[config.mk]
export PLATFORM = sky130hd
export DESIGN_NAME = pixel_processor
export DESIGN_NICKNAME = d
export VERILOG_FILES = /design/src/wfm_pkg.sv /design/src/pixel_source_select.sv /design/src/frame_timer.sv /design/src/pixel_stage_fsm.sv /design/src/state_writeback.sv /design/src/pixel_processor.sv
export VERILOG_INCLUDE_DIRS = /design/src /design/src/src
export SDC_FILE = /design/constraint.sdc
export NUM_CORES = 1
export LEC_CHECK = 0
export ABC_AREA = 0
export ABC_CLOCK_PERIOD_IN_PS = 3900
export BUFFER_PORTS_ARGS = -buffer_cell sky130_fd_sc_hd__clkbuf_2
export CAP_MARGIN = 20
export CORE_AREA = 5 5 66 83
export CTS_CLUSTER_DIAMETER = 80
export DETAILED_ROUTE_END_ITERATION = 7
export DIE_AREA = 0 0 71 88
export PLACE_DENSITY = 0.74
export SYNTH_ARGS = -nofsm -noshare
export SYNTH_HDL_FRONTEND = slang
export SYNTH_SLANG_ARGS = --single-unit
[constraint.sdc]
create_clock -name clk -period 3.9 [get_ports clk]
set_input_delay 0.195 -clock clk [delete_from_list [all_inputs] [get_ports clk]]
set_output_delay 0.195 -clock clk [all_outputs]
set_load 0.05 [all_outputs]
[src/wfm_settings.svh]
// Waveform engine settings for drive frame counts and state field widths
`ifndef WFM_SETTINGS_SVH
`define WFM_SETTINGS_SVH

// Fast mono drive lengths, in frames
`define WFM_FASTM_B2W_FRAMES 9
`define WFM_FASTM_W2B_FRAMES 9

// Fast grey hold off before the grey pulse
`define WFM_HOLDOFF_FRAMES 10

// Fast grey pulse lengths
`define WFM_B2G_FRAMES 1
`define WFM_W2G_FRAMES 1

// Undriven frames that close the grey stage
`define WFM_SETTLE_FRAMES 5

// Per-pixel frame counter and global frame counter widths
`define WFM_CNT_W 6
`define WFM_OPCNT_W 7

`endif

[src/wfm_pkg.sv]
// Waveform engine types for the pixel state word, global operation and drive codes
`include "wfm_settings.svh"

package wfm_pkg;

    // Upper nibble of the stored state
    typedef enum logic [3:0] {
        MODE_FAST_MONO = 4'd8,
        MODE_FAST_GREY = 4'd11
    } pixel_mode_t;

    // Fast grey progress, reserved area in mono
    typedef enum logic [1:0] {
        STAGE_DONE = 2'd0,
        STAGE_MONO = 2'd1,
        STAGE_HOLD = 2'd2,
        STAGE_GREY = 2'd3
    } grey_stage_t;

    // Panel drive code
    typedef enum logic [1:0] {
        DRIVE_NONE  = 2'd0,
        DRIVE_BLACK = 2'd1,
        DRIVE_WHITE = 2'd2
    } drive_t;

    typedef enum logic [7:0] {
        OP_NONE    = 8'd0,
        OP_REDRAW  = 8'd1,
        OP_SETMODE = 8'd2
    } op_cmd_t;

    // Set-mode parameter, other codes fall back to mono
    typedef enum logic [7:0] {
        SET_FAST_MONO = 8'd0,
        SET_FAST_GREY = 8'd1
    } setmode_t;

    // Frame timer command from the stage logic
    typedef enum logic [2:0] {
        TMR_HOLD,
        TMR_DEC,
        TMR_LOAD_MONO,
        TMR_RELOAD_MONO,
        TMR_LOAD_HOLDOFF,
        TMR_LOAD_GREY,
        TMR_CLEAR
    } timer_cmd_t;

    // 16-bit VRAM word
    typedef struct packed {
        pixel_mode_t             mode;
        grey_stage_t             stage;
        logic [`WFM_CNT_W-1:0]   count;
        logic [1:0]              dfrc;
        logic [1:0]              prev;
    } pixel_state_t;

    // Global operation, shared by every pixel of a frame
    typedef struct packed {
        logic                    valid;
        op_cmd_t                 cmd;
        setmode_t                param;
        logic [`WFM_OPCNT_W-1:0] framecnt;
        logic                    init;
    } op_t;

endpackage

[src/pixel_source_select.sv]
// Pixel source select, decodes the global operation and picks the effective input value
`timescale 1ns/1ns

module pixel_source_select (
    input  logic [3:0]   pix_in,
    input  wfm_pkg::op_t op,
    output logic [3:0]   vin,
    output logic         force_clear,
    output logic         set_mode_apply
);
    import wfm_pkg::*;

    logic       redraw_en;
    logic       setmode_en;
    logic       op_cnt_zero;
    logic [3:0] clear_color;

    // Command strobes only count with a valid operation
    assign redraw_en  = op.valid && (op.cmd == OP_REDRAW);
    assign setmode_en = op.valid && (op.cmd == OP_SETMODE);

    // Global counter at zero marks the first frame of the operation
    assign op_cnt_zero = (op.framecnt == '0);

    // Mode switch lands on the first frame
    assign set_mode_apply = setmode_en && op_cnt_zero;

    // Later set-mode frames wipe the panel like a redraw
    assign force_clear = redraw_en || (setmode_en && !op_cnt_zero);

    // Clear colour alternates with the global counter
    // Black when bits 4:3 are set or bit 5 is set, white otherwise
    always_comb begin
        if (op.framecnt[4:3] == 2'b11) begin
            clear_color = 4'h0;
        end else if (op.framecnt[5]) begin
            clear_color = 4'h0;
        end else begin
            clear_color = 4'hF;
        end
    end

    // Effective value seen by the stage logic
    assign vin = force_clear ? clear_color : pix_in;

endmodule

[src/frame_timer.sv]
// Frame timer, next value of the per-pixel frame counter and the dynamic frame-rate cap
`timescale 1ns/1ns
`include "wfm_settings.svh"

module frame_timer (
    input  logic [`WFM_CNT_W-1:0] count,
    input  logic [1:0]            dfrc,
    input  logic [1:0]            csr_dfrc,
    input  wfm_pkg::timer_cmd_t   cmd,
    input  logic                  toward_white,
    input  logic                  grey_target,
    output logic [`WFM_CNT_W-1:0] cnt_next,
    output logic [1:0]            dfrc_next,
    output logic                  cnt_zero,
    output logic                  cnt_one,
    output logic                  cnt_above_settle
);
    import wfm_pkg::*;

    localparam int CNT_W = `WFM_CNT_W;
    localparam int MONO_MAX = (`WFM_FASTM_B2W_FRAMES > `WFM_FASTM_W2B_FRAMES) ?
        `WFM_FASTM_B2W_FRAMES : `WFM_FASTM_W2B_FRAMES;
    localparam int GREY_MAX = ((`WFM_W2G_FRAMES > `WFM_B2G_FRAMES) ?
        `WFM_W2G_FRAMES : `WFM_B2G_FRAMES) + `WFM_SETTLE_FRAMES;
    localparam int HOLD_MAX = (`WFM_HOLDOFF_FRAMES > MONO_MAX) ? `WFM_HOLDOFF_FRAMES : MONO_MAX;
    localparam int LOAD_MAX = (GREY_MAX > HOLD_MAX) ? GREY_MAX : HOLD_MAX;

    logic [CNT_W-1:0] mono_frames;
    logic [CNT_W-1:0] grey_frames;
    logic [1:0]       dfrc_dec;
    logic             load_cmd;

    // Drive length toward the new mono level
    assign mono_frames = toward_white ? CNT_W'(`WFM_FASTM_B2W_FRAMES) :
                                        CNT_W'(`WFM_FASTM_W2B_FRAMES);

    // Grey pulse plus the settle tail
    assign grey_frames = grey_target ? CNT_W'(`WFM_W2G_FRAMES + `WFM_SETTLE_FRAMES) :
                                       CNT_W'(`WFM_B2G_FRAMES + `WFM_SETTLE_FRAMES);

    // Cap counts down to zero and stays there
    assign dfrc_dec = (dfrc != 2'd0) ? (dfrc - 2'd1) : 2'd0;

    always_comb begin
        cnt_next  = count;
        dfrc_next = dfrc;
        case (cmd)
            TMR_DEC: begin
                cnt_next  = count - CNT_W'(1);
                dfrc_next = dfrc_dec;
            end
            TMR_LOAD_MONO: begin
                cnt_next  = mono_frames;
                dfrc_next = csr_dfrc;
            end
            // Reversal mid-drive only undoes the frames already spent
            TMR_RELOAD_MONO: begin
                cnt_next  = mono_frames - count + CNT_W'(1);
                dfrc_next = csr_dfrc;
            end
            TMR_LOAD_HOLDOFF: cnt_next = CNT_W'(`WFM_HOLDOFF_FRAMES);
            TMR_LOAD_GREY:    cnt_next = grey_frames;
            TMR_CLEAR:        cnt_next = '0;
            default:          cnt_next = count;
        endcase
    end

    // Flags on the stored count
    assign cnt_zero         = (count == '0);
    assign cnt_one          = (count == CNT_W'(1));
    assign cnt_above_settle = (count > CNT_W'(`WFM_SETTLE_FRAMES));

    // Every command that sets a new count
    assign load_cmd = cmd inside {TMR_LOAD_MONO, TMR_RELOAD_MONO,
                                  TMR_LOAD_HOLDOFF, TMR_LOAD_GREY};

    a_load_range: assert final (!load_cmd || (int'(cnt_next) <= LOAD_MAX))
        else $error("frame timer load %0d above largest frame count %0d", cnt_next, LOAD_MAX);

endmodule

[src/pixel_stage_fsm.sv]
// Pixel stage logic, next stage and drive code for fast mono and fast grey pixels
`timescale 1ns/1ns

module pixel_stage_fsm (
    input  wfm_pkg::pixel_state_t state_in,
    input  logic [3:0]            vin,
    input  logic                  cnt_zero,
    input  logic                  cnt_one,
    input  logic                  cnt_above_settle,
    input  logic                  dfrc_zero,
    output wfm_pkg::grey_stage_t  next_stage,
    output logic [1:0]            next_prev,
    output wfm_pkg::drive_t       drive_next,
    output wfm_pkg::timer_cmd_t   tmr_cmd,
    output logic                  toward_white,
    output logic                  grey_target
);
    import wfm_pkg::*;

    logic   grey_mode;
    logic   mono_change;
    logic   hi_change;
    logic   level_change;
    logic   grey_level;
    drive_t drive_in;
    drive_t drive_hold_mono;
    drive_t drive_hold_grey;
    drive_t drive_grey_pulse;

    // Unknown modes run as fast mono
    assign grey_mode = (state_in.mode == MODE_FAST_GREY);

    // Mono compares prev bit 0, grey keeps the level in both prev bits
    assign mono_change  = (vin[3] != state_in.prev[0]);
    assign hi_change    = (vin[3] != state_in.prev[1]);
    assign level_change = (vin[3:2] != state_in.prev);

    // Only the two middle levels take a grey pulse
    assign grey_level = (vin[3:2] == 2'b10) || (vin[3:2] == 2'b01);

    assign toward_white = vin[3];
    assign grey_target  = (vin[3:2] == 2'b10);

    assign drive_in         = vin[3] ? DRIVE_WHITE : DRIVE_BLACK;
    assign drive_hold_mono  = state_in.prev[0] ? DRIVE_WHITE : DRIVE_BLACK;
    assign drive_hold_grey  = state_in.prev[1] ? DRIVE_WHITE : DRIVE_BLACK;
    // Grey pulse pushes back from the mono level
    assign drive_grey_pulse = state_in.prev[1] ? DRIVE_BLACK : DRIVE_WHITE;

    always_comb begin
        next_stage = state_in.stage;
        next_prev  = state_in.prev;
        drive_next = DRIVE_NONE;
        tmr_cmd    = TMR_HOLD;
        if (!grey_mode) begin
            // Stage field is the reserved area, kept clear
            next_stage = STAGE_DONE;
            if (cnt_zero) begin
                // Idle pixel starts a full drive on a level change
                if (mono_change) begin
                    drive_next = drive_in;
                    tmr_cmd    = TMR_LOAD_MONO;
                    next_prev  = {1'b0, vin[3]};
                end
            end else if (mono_change && dfrc_zero) begin
                // Cap expired, reverse the running drive
                drive_next = drive_in;
                tmr_cmd    = TMR_RELOAD_MONO;
                next_prev  = {1'b0, vin[3]};
            end else begin
                // Finish the running drive
                drive_next = drive_hold_mono;
                tmr_cmd    = TMR_DEC;
            end
        end else begin
            case (state_in.stage)
                STAGE_DONE: begin
                    if (level_change) begin
                        next_stage = STAGE_MONO;
                        drive_next = drive_in;
                        tmr_cmd    = TMR_LOAD_MONO;
                        next_prev  = vin[3:2];
                    end
                end
                STAGE_MONO: begin
                    if (hi_change) begin
                        drive_next = drive_in;
                        tmr_cmd    = TMR_LOAD_MONO;
                        next_prev  = vin[3:2];
                    end else begin
                        drive_next = drive_hold_grey;
                        if (cnt_one) begin
                            next_stage = STAGE_HOLD;
                            tmr_cmd    = TMR_LOAD_HOLDOFF;
                        end else begin
                            tmr_cmd = TMR_DEC;
                        end
                    end
                end
                STAGE_HOLD: begin
                    if (hi_change) begin
                        // Still cancellable, restart the mono drive
                        next_stage = STAGE_MONO;
                        drive_next = drive_in;
                        tmr_cmd    = TMR_LOAD_MONO;
                        next_prev  = vin[3:2];
                    end else if (cnt_zero) begin
                        next_stage = grey_level ? STAGE_GREY : STAGE_DONE;
                        tmr_cmd    = grey_level ? TMR_LOAD_GREY : TMR_CLEAR;
                        next_prev  = vin[3:2];
                    end else begin
                        tmr_cmd = TMR_DEC;
                    end
                end
                default: begin
                    // Grey pulse runs to the end, input ignored
                    drive_next = cnt_above_settle ? drive_grey_pulse : DRIVE_NONE;
                    if (cnt_zero) begin
                        next_stage = STAGE_DONE;
                        tmr_cmd    = TMR_CLEAR;
                    end else begin
                        tmr_cmd = TMR_DEC;
                    end
                end
            endcase
        end
    end

    // Stored mono words keep the reserved stage area clear
    a_mono_stage: assert final (grey_mode || (state_in.stage == STAGE_DONE))
        else $error("fast mono pixel stored with stage %0d", state_in.stage);

endmodule

[src/state_writeback.sv]
// State writeback, applies set-mode and init overrides and registers the pixel result
`timescale 1ns/1ns

module state_writeback (
    input  logic                  clk,
    input  logic                  rst_n,
    input  logic                  pix_valid,
    input  wfm_pkg::pixel_state_t next_state,
    input  wfm_pkg::drive_t       drive_next,
    input  logic                  set_mode_apply,
    input  wfm_pkg::op_t          op,
    output logic                  out_valid,
    output wfm_pkg::pixel_state_t state_out,
    output wfm_pkg::drive_t       drive
);
    import wfm_pkg::*;

    // Initial words of the two modes
    localparam pixel_state_t MONO_INIT = '{mode: MODE_FAST_MONO, stage: STAGE_DONE,
                                           count: '0, dfrc: 2'd0, prev: 2'd1};
    localparam pixel_state_t GREY_INIT = '{mode: MODE_FAST_GREY, stage: STAGE_DONE,
                                           count: '0, dfrc: 2'd0, prev: 2'd3};

    pixel_state_t state_wb;
    drive_t       drive_wb;

    always_comb begin
        state_wb = next_state;
        drive_wb = drive_next;
        // Invalid parameter falls back to mono
        if (set_mode_apply) begin
            state_wb = (op.param == SET_FAST_GREY) ? GREY_INIT : MONO_INIT;
        end
        // Init cycles the panel through black and white, counter runs down
        // x111xxx idle, 1xxxxxx black, 0xxxxxx white
        if (op.init) begin
            state_wb = MONO_INIT;
            if (op.framecnt[5:3] == 3'b111) begin
                drive_wb = DRIVE_NONE;
            end else if (op.framecnt[6]) begin
                drive_wb = DRIVE_BLACK;
            end else begin
                drive_wb = DRIVE_WHITE;
            end
        end
    end

    // One cycle latency, result held between pixels
    always_ff @(posedge clk) begin
        if (!rst_n) begin
            out_valid <= 1'b0;
            state_out <= '0;
            drive     <= DRIVE_NONE;
        end else begin
            out_valid <= pix_valid;
            if (pix_valid) begin
                state_out <= state_wb;
                drive     <= drive_wb;
            end
        end
    end

    a_reset_quiet: assert property (@(posedge clk) !rst_n |=> !out_valid)
        else $error("out_valid high in the cycle after reset");

endmodule

[src/pixel_processor.sv]
// Pixel processor top, per-pixel waveform engine with one cycle of latency
`timescale 1ns/1ns
`include "wfm_settings.svh"

module pixel_processor (
    input  logic                  clk,
    input  logic                  rst_n,
    input  logic                  pix_valid,
    input  logic [3:0]            pix_in,
    input  wfm_pkg::pixel_state_t state_in,
    input  wfm_pkg::op_t          op,
    input  logic [1:0]            csr_dfrc,
    output logic                  out_valid,
    output wfm_pkg::pixel_state_t state_out,
    output wfm_pkg::drive_t       drive
);
    import wfm_pkg::*;

    logic [3:0]            vin;
    logic                  set_mode_apply;
    grey_stage_t           next_stage;
    logic [1:0]            next_prev;
    drive_t                drive_next;
    timer_cmd_t            tmr_cmd;
    logic                  toward_white;
    logic                  grey_target;
    logic [`WFM_CNT_W-1:0] cnt_next;
    logic [1:0]            dfrc_next;
    logic                  cnt_zero;
    logic                  cnt_one;
    logic                  cnt_above_settle;
    logic                  dfrc_zero;
    pixel_state_t          next_state;

    // Clear flag is folded into vin already
    pixel_source_select u_src (
        .pix_in(pix_in), .op(op), .vin(vin),
        .force_clear(), .set_mode_apply(set_mode_apply)
    );

    assign dfrc_zero = (state_in.dfrc == 2'd0);

    pixel_stage_fsm u_fsm (
        .state_in(state_in), .vin(vin), .cnt_zero(cnt_zero), .cnt_one(cnt_one),
        .cnt_above_settle(cnt_above_settle), .dfrc_zero(dfrc_zero),
        .next_stage(next_stage), .next_prev(next_prev), .drive_next(drive_next),
        .tmr_cmd(tmr_cmd), .toward_white(toward_white), .grey_target(grey_target)
    );

    frame_timer u_tmr (
        .count(state_in.count), .dfrc(state_in.dfrc), .csr_dfrc(csr_dfrc),
        .cmd(tmr_cmd), .toward_white(toward_white), .grey_target(grey_target),
        .cnt_next(cnt_next), .dfrc_next(dfrc_next), .cnt_zero(cnt_zero),
        .cnt_one(cnt_one), .cnt_above_settle(cnt_above_settle)
    );

    // Mode nibble passes through, the rest comes from the stage logic and timer
    assign next_state = '{mode: state_in.mode, stage: next_stage, count: cnt_next,
                          dfrc: dfrc_next, prev: next_prev};

    state_writeback u_wb (
        .clk(clk), .rst_n(rst_n), .pix_valid(pix_valid), .next_state(next_state),
        .drive_next(drive_next), .set_mode_apply(set_mode_apply), .op(op),
        .out_valid(out_valid), .state_out(state_out), .drive(drive)
    );

endmodule

# Word level (Yosys, flattened, before mapping)
# Cells that the tools add are included.
[word_totals]
latchBits = 0
romBits = 0
input_bits = 50
mem_bits_rw = 0
output_inout_bits = 19
regBits = 19
memories = 0
word_cells = 101
[classes]
n_eq_ne = 20
n_addsub = 4
n_div = 0
mul = 0
shift = 0
n_lt_le_gt_ge = 1
n_bitwise = 0
n_mux = 55
reduce_logical = 14
[ops]
columns = ["operator", "count"]
rows = [
  ["$mux W2", 36],
  ["$pmux W6 S6", 1],
  ["$mux W16", 2],
  ["$mux W3", 7],
  ["$pmux W2 S3", 3],
  ["$eq A8 B1 Y1 const B", 2],
  ["$mux W14", 1],
  ["$eq A3 B3 Y1 const B", 4],
  ["$mux W4", 3],
  ["$pmux W3 S3", 1],
  ["$eq A8 B2 Y1 const B", 1],
  ["$logic_not A7 Y1", 1],
  ["$add A6 B1 Y6 const B", 1],
  ["$eq A2 B2 Y1 const B", 3],
  ["$eq A3 B2 Y1 const B", 2],
  ["$eq A6 B1 Y1 const B", 1],
  ["$gt A6 B3 Y1 const B", 1],
  ["$logic_not A6 Y1", 1],
  ["$sub A4 B6 Y6 const A", 1],
  ["$sub A6 B1 Y6 const B", 1],
  ["$logic_and A1 B1 Y1", 5],
  ["$eq A2 B1 Y1 const B", 2],
  ["$eq A4 B4 Y1 const B", 1],
  ["$logic_not A2 Y1", 2],
  ["9 further kinds", 11],
]

# Logic depth before layout (Yosys ltp)
[logic_depth]
word_depth = 17
ltp_mapped = 13
mapped_depth_nobuf = 12

# By module
# Synthesis repeated with hierarchy kept, for this count alone.
[unflattened]
hier_cells = 237
area_unflattened_um2 = 1854.3
[by_module_without_submodules]
columns = ["module", "area_each_um2", "cells_each", "seq_area_each_um2", "n_inst"]
rows = [
  ["state_writeback", 680.7, 56, 380.4, 1],
  ["pixel_stage_fsm", 554.3, 86, 0.0, 1],
  ["frame_timer", 490.5, 80, 0.0, 1],
  ["pixel_source_select", 125.1, 14, 0.0, 1],
  ["pixel_processor", 3.8, 1, 0.0, 1],
]

# Worst setup path before layout
# OpenSTA, ideal clock, no wires.
[synth_timing]
kind = "input to register"
from = "in op[20] in the netlist's numbering"
to = "reg u_wb.state_out[7] (netlist name)"
cell_stages = 13
path_buffers = 1
path_slack_ps = 10
arrival_ps = 3811
required_time_ps = 3821
setup_ps = 79
path_cell_list = "or4b_4 a2111oi_4 mux2i_1 inv_1 ha_1 buf_6 inv_1 or3_1 o211a_1 o21ai_0 o31ai_1 or4b_1 a22oi_1"
[synth_via]
elab_chain_cells = 16
word_cells_on_any_way = 34
classes_between = "eq/ne (13); mux (14); reduce/logical (7)"
[synth_lines]
columns = ["item", "line", "text"]
rows = [
  ["from (decl)", "pixel_processor.sv:11", "input wfm_pkg::op_t op,"],
  ["$eq A8 B2 Y1", "pixel_source_select.sv:20", "assign setmode_en = op.valid && (op.cmd == OP_SETMODE);"],
  ["$logic_and A1 B1 Y1", "pixel_source_select.sv:20", ""],
  ["$logic_and A1 B1 Y1", "pixel_source_select.sv:29", "assign force_clear = redraw_en || (setmode_en && !op_cnt_zero);"],
  ["$logic_or A1 B1 Y1", "pixel_source_select.sv:29", ""],
  ["$mux W4", "pixel_source_select.sv:44", "assign vin = force_clear ? clear_color : pix_in;"],
  ["$eq A2 B2 Y1 / $eq A2 B1 Y1 (equally long branches)", "pixel_stage_fsm.sv:39", "assign grey_level = (vin[3:2] == 2'b10) || (vin[3:2] == 2'b01);"],
  ["$logic_or A1 B1 Y1", "pixel_stage_fsm.sv:39", ""],
  ["$mux W2", "pixel_stage_fsm.sv:109", "tmr_cmd = grey_level ? TMR_LOAD_GREY : TMR_CLEAR;"],
  ["$mux W3", "pixel_stage_fsm.sv:107", "end else if (cnt_zero) begin"],
  ["$mux W3", "pixel_stage_fsm.sv:101", "if (hi_change) begin"],
  ["$pmux W3 S3", "pixel_stage_fsm.sv:76", "case (state_in.stage)"],
  ["$mux W3", "pixel_stage_fsm.sv:55", "if (!grey_mode) begin"],
  ["$eq A3 B3 Y1 (tied with other cells)", "frame_timer.sv:47", "case (cmd)"],
  ["$pmux W6 S6", "frame_timer.sv:47", ""],
  ["$mux W16 *", "state_writeback.sv:31", "if (set_mode_apply) begin"],
  ["$mux W16 *", "state_writeback.sv:36", "if (op.init) begin"],
]
# Mark *: on every way between the ends. The rest lies on a longest branch, timed or not.
# A chain may end at the register's enable or synchronous reset.

# Worst setup path after layout
[layout_timing]
from = "in op[20] in the netlist's numbering"
to = "reg u_wb.state_out[7] (netlist name)"
[layout_via]
elab_chain_cells = 16
word_cells_on_any_way = 34
classes_between = "eq/ne (13); mux (14); reduce/logical (7)"
[layout_lines]
columns = ["item", "line"]
rows = [
  ["$eq A8 B2 Y1", "pixel_source_select.sv:20"],
  ["$logic_and A1 B1 Y1", "pixel_source_select.sv:20"],
  ["$logic_and A1 B1 Y1", "pixel_source_select.sv:29"],
  ["$logic_or A1 B1 Y1", "pixel_source_select.sv:29"],
  ["$mux W4", "pixel_source_select.sv:44"],
  ["$eq A2 B2 Y1 / $eq A2 B1 Y1 (equally long branches)", "pixel_stage_fsm.sv:39"],
  ["$logic_or A1 B1 Y1", "pixel_stage_fsm.sv:39"],
  ["$mux W2", "pixel_stage_fsm.sv:109"],
  ["$mux W3", "pixel_stage_fsm.sv:107"],
  ["$mux W3", "pixel_stage_fsm.sv:101"],
  ["$pmux W3 S3", "pixel_stage_fsm.sv:76"],
  ["$mux W3", "pixel_stage_fsm.sv:55"],
  ["$eq A3 B3 Y1 (tied with other cells)", "frame_timer.sv:47"],
  ["$pmux W6 S6", "frame_timer.sv:47"],
  ["$mux W16 *", "state_writeback.sv:31"],
  ["$mux W16 *", "state_writeback.sv:36"],
]
# Marks and branches as above.

==> results.toml <==
[sta]
hold_slack_ps = 188
fmax_mhz = 284
setup_viol = 0
hold_viol = 0
slew_headroom_pct = 38.0
drv_slew = 0
period_share_pct = 90.4
fin_ws_ps = 373
rsz0062_at_grt = "false"
setup_tns_ps = 0
finClkSkew_ps = 0
period_needed_ps = 3530
worst_pin_slew_ps = 906

[clocking]
cts_tree = "yes"
insertion_delay_ps = 260
cts_hold_buf = 0
cts_max_level = 1
post_cts_resized = 0
cts_root_buffer = "clkbuf_8"
cts_setup_buffers = 0
cts_buffers = 3
clockBufferDepth = 2
numClockSinks = 19
clkTransAtPathRegs_ps = 80

[synthesis]
seq_area_frac_synth_pct = 19.0
ys_types = 67
synth_edf_count = 0
avgSynthCellArea_um2 = 7.58
synth.yosys.warnings = 0
ys_seq_elements = 19
synth_nets = 326
syn_inst = 264
synthesis.area_mm2 = 0.00200
async_flop_share_pct = 0
synth_flop_cell = "dfxtp_1"

[critical_path]
path_class = "input pin to flop"
r2r_start = "u_wb.drive[1]"
critPathArrivalTime_ps = 3710
worstPathRequired_ps = 4090
critPathBufInv = 3
reg2reg_depth = 4
crit_chain = "clkbuf_2 > or4b_4 > a2111oi_4 > mux2i_1 > inv_1 > ha_1 > inv_1 > or3_1 > o211a_1 > o21ai_0 > o31ai_1 > or4b_1 > a22oi_1"
r2r-end = "u_wb.drive[1]"
endpoint_kind = "flop"
crit_family = "simple AND/OR/NAND/NOR gates"
cpPeakStageDelay_ps = 560
slowest_stage = "or4b_4"
crit_top_cell = "inv_1"
path_max_fanout = 5
rrSetupSlack_ps = 2820
start_kind = "input pin"

[placement]
place.gp.congestion = 0.965
place_ws_ps = 169
port_buffers = 66
dpl.hpwl_mm = 5.20
dp_cells = 388

[route]
first_pass_iters = 5
drc = 0
wire_per_inst_um = 16.3
wl_mm = 6.40
vias = 2418
drt_iter0_markers = 174
antenna_left = 0
vias_per_cell = 6.17

[pwr]
p_per_area_mw_per_mm2 = 233
leakage_nw = 1.09
vdd_drop_max_mv = 0.132
total_power_uw = 563

[floorplan]
start_util_pct = 43.3
rows = 28
fp.coreArea_mm2 = 0.00462
die_w_um = 71
die-area_mm2 = 0.00625
ios = 69
die_h_um = 88

[worst_hold_path]
holdCritPathClass = "input pin to flop"
holdPathEnd = "u_wb.state_out[3]"
hold_depth = 2
worstHoldStart = "state_in[3]"

[finish]
diodes = 0
drive_gt1_share_pct = 27.4
final_cells = 392
mostFrequentLayoutCells = "clkbuf_2, nand2_1, a21oi_1, nor2_1, o21ai_0"
final_nets = 395
final_common_cell = "clkbuf_2"
area_growth_pct = 20.8
nFillCells = 511

[status]
status = "finished clean"

[global_route]
grt_max_degree = 15
grt-ovfl-total = 0
antenna_found_initial = 0
grt_usage_pct = 20.4
grt_pass1_wl_mm = 10.4
grt_pass1_vias = 2320

[flow_run]
maxCapViolCount = 0
-- logic make-up after synthesis --
| group | after synthesis | synth area share (%) |
|---|---|---|
| AO/OA/AOI/OAI | 99 | 35.2 |
| XOR/XNOR | 6 | 2.62 |
| adder cells (fa/ha/maj) | 13 | 8.00 |
| buffers and inverters | 21 | 6.25 |
| flip-flops | 19 | 19.0 |
| multiplexers | 4 | 2.00 |
| AND/OR/NAND/NOR | 102 | 26.9 |
-- per-layer routing --
layer,up-vias,global-route usage [%],share of wire [%],wire length [µm]
met5,-,0,0,0
met4,0,7.69,2.7,174
met3,20,3.56,8.0,514
met2,125,37.6,50,3190
met1,1116,23.3,39,2520
li1,1157,-,-,-
-- where the power goes --
group          switching (mW)  total, mW  internal, mW
registers             0.00434      0.208         0.203
clock network          0.0744      0.146        0.0713
logic                   0.137      0.210        0.0725
total                   0.216      0.563         0.347
-- final cells by class --
| type | count | area [µm²] | share of cell area (%) |
|---|---|---|---|
| Inverter | 14 | 52.6 | 2.17 |
| Tap cell | 60 | 75.1 | 3.10 |
| Sequential cell | 19 | 380 | 15.7 |
| Clock buffer | 3 | 41.3 | 1.71 |
| Timing Repair Buffer | 71 | 368 | 15.2 |
| Multi-Input combinational cell | 224 | 1500 | 61.9 |
| Clock inverter | 1 | 5.00 | 0.207 |
-- stage by stage --
stage | area [µm²] | util [%]
3_5_place_dp | 2370 | 51.3
5_1_grt | 2420 | 52.3
3_3_place_gp | 2370 | 51.3
4_1_cts | 2420 | 52.3
2_1_floorplan | 2000 | -
6_report | 2420 | 52.3
-- worst max path at each step --
stage	slack, ps	cells past startpoint	startpoint	to
2_1_floorplan	10	13	op[20]	u_wb.state_out[7]
3_3_place_gp	220	14	op[20]	u_wb.state_out[7]
3_5_place_dp	170	13	op[20]	u_wb.state_out[7]
4_1_cts	430	13	op[20]	u_wb.state_out[7]
5_1_grt	100	13	op[20]	u_wb.state_out[2]
6_report	370	13	op[20]	u_wb.state_out[7]
-- registers in the layout, indices dropped and copies added, names as in the netlist --
register / count
u_wb.drive: 2
u_wb.state_out: 16
u_wb.out_valid: 1
-- synthesized netlist by cell type (all sizes together) (5+ instances only) --
library cell,number,area share [%]
a21oi,21,5.2
a31oi,6,1.9
and3,5,1.6
dfxtp,19,19
ha,12,7.5
inv,14,2.6
nand2,25,4.7
nand3,10,2.5
nor2,22,4.3
nor3,11,2.7
nor4,5,1.9
o211ai,5,1.9
o21ai,21,5.4
o31ai,5,1.9
-- worst reg2reg max path: cells and delay by family (launching register included) --
kind | cells | cell delay [ps]
AO/OA/AOI/OAI | 4 | 660
flip-flops | 1 | 310
No activity file was read; power rests on OpenSTA's default activity.
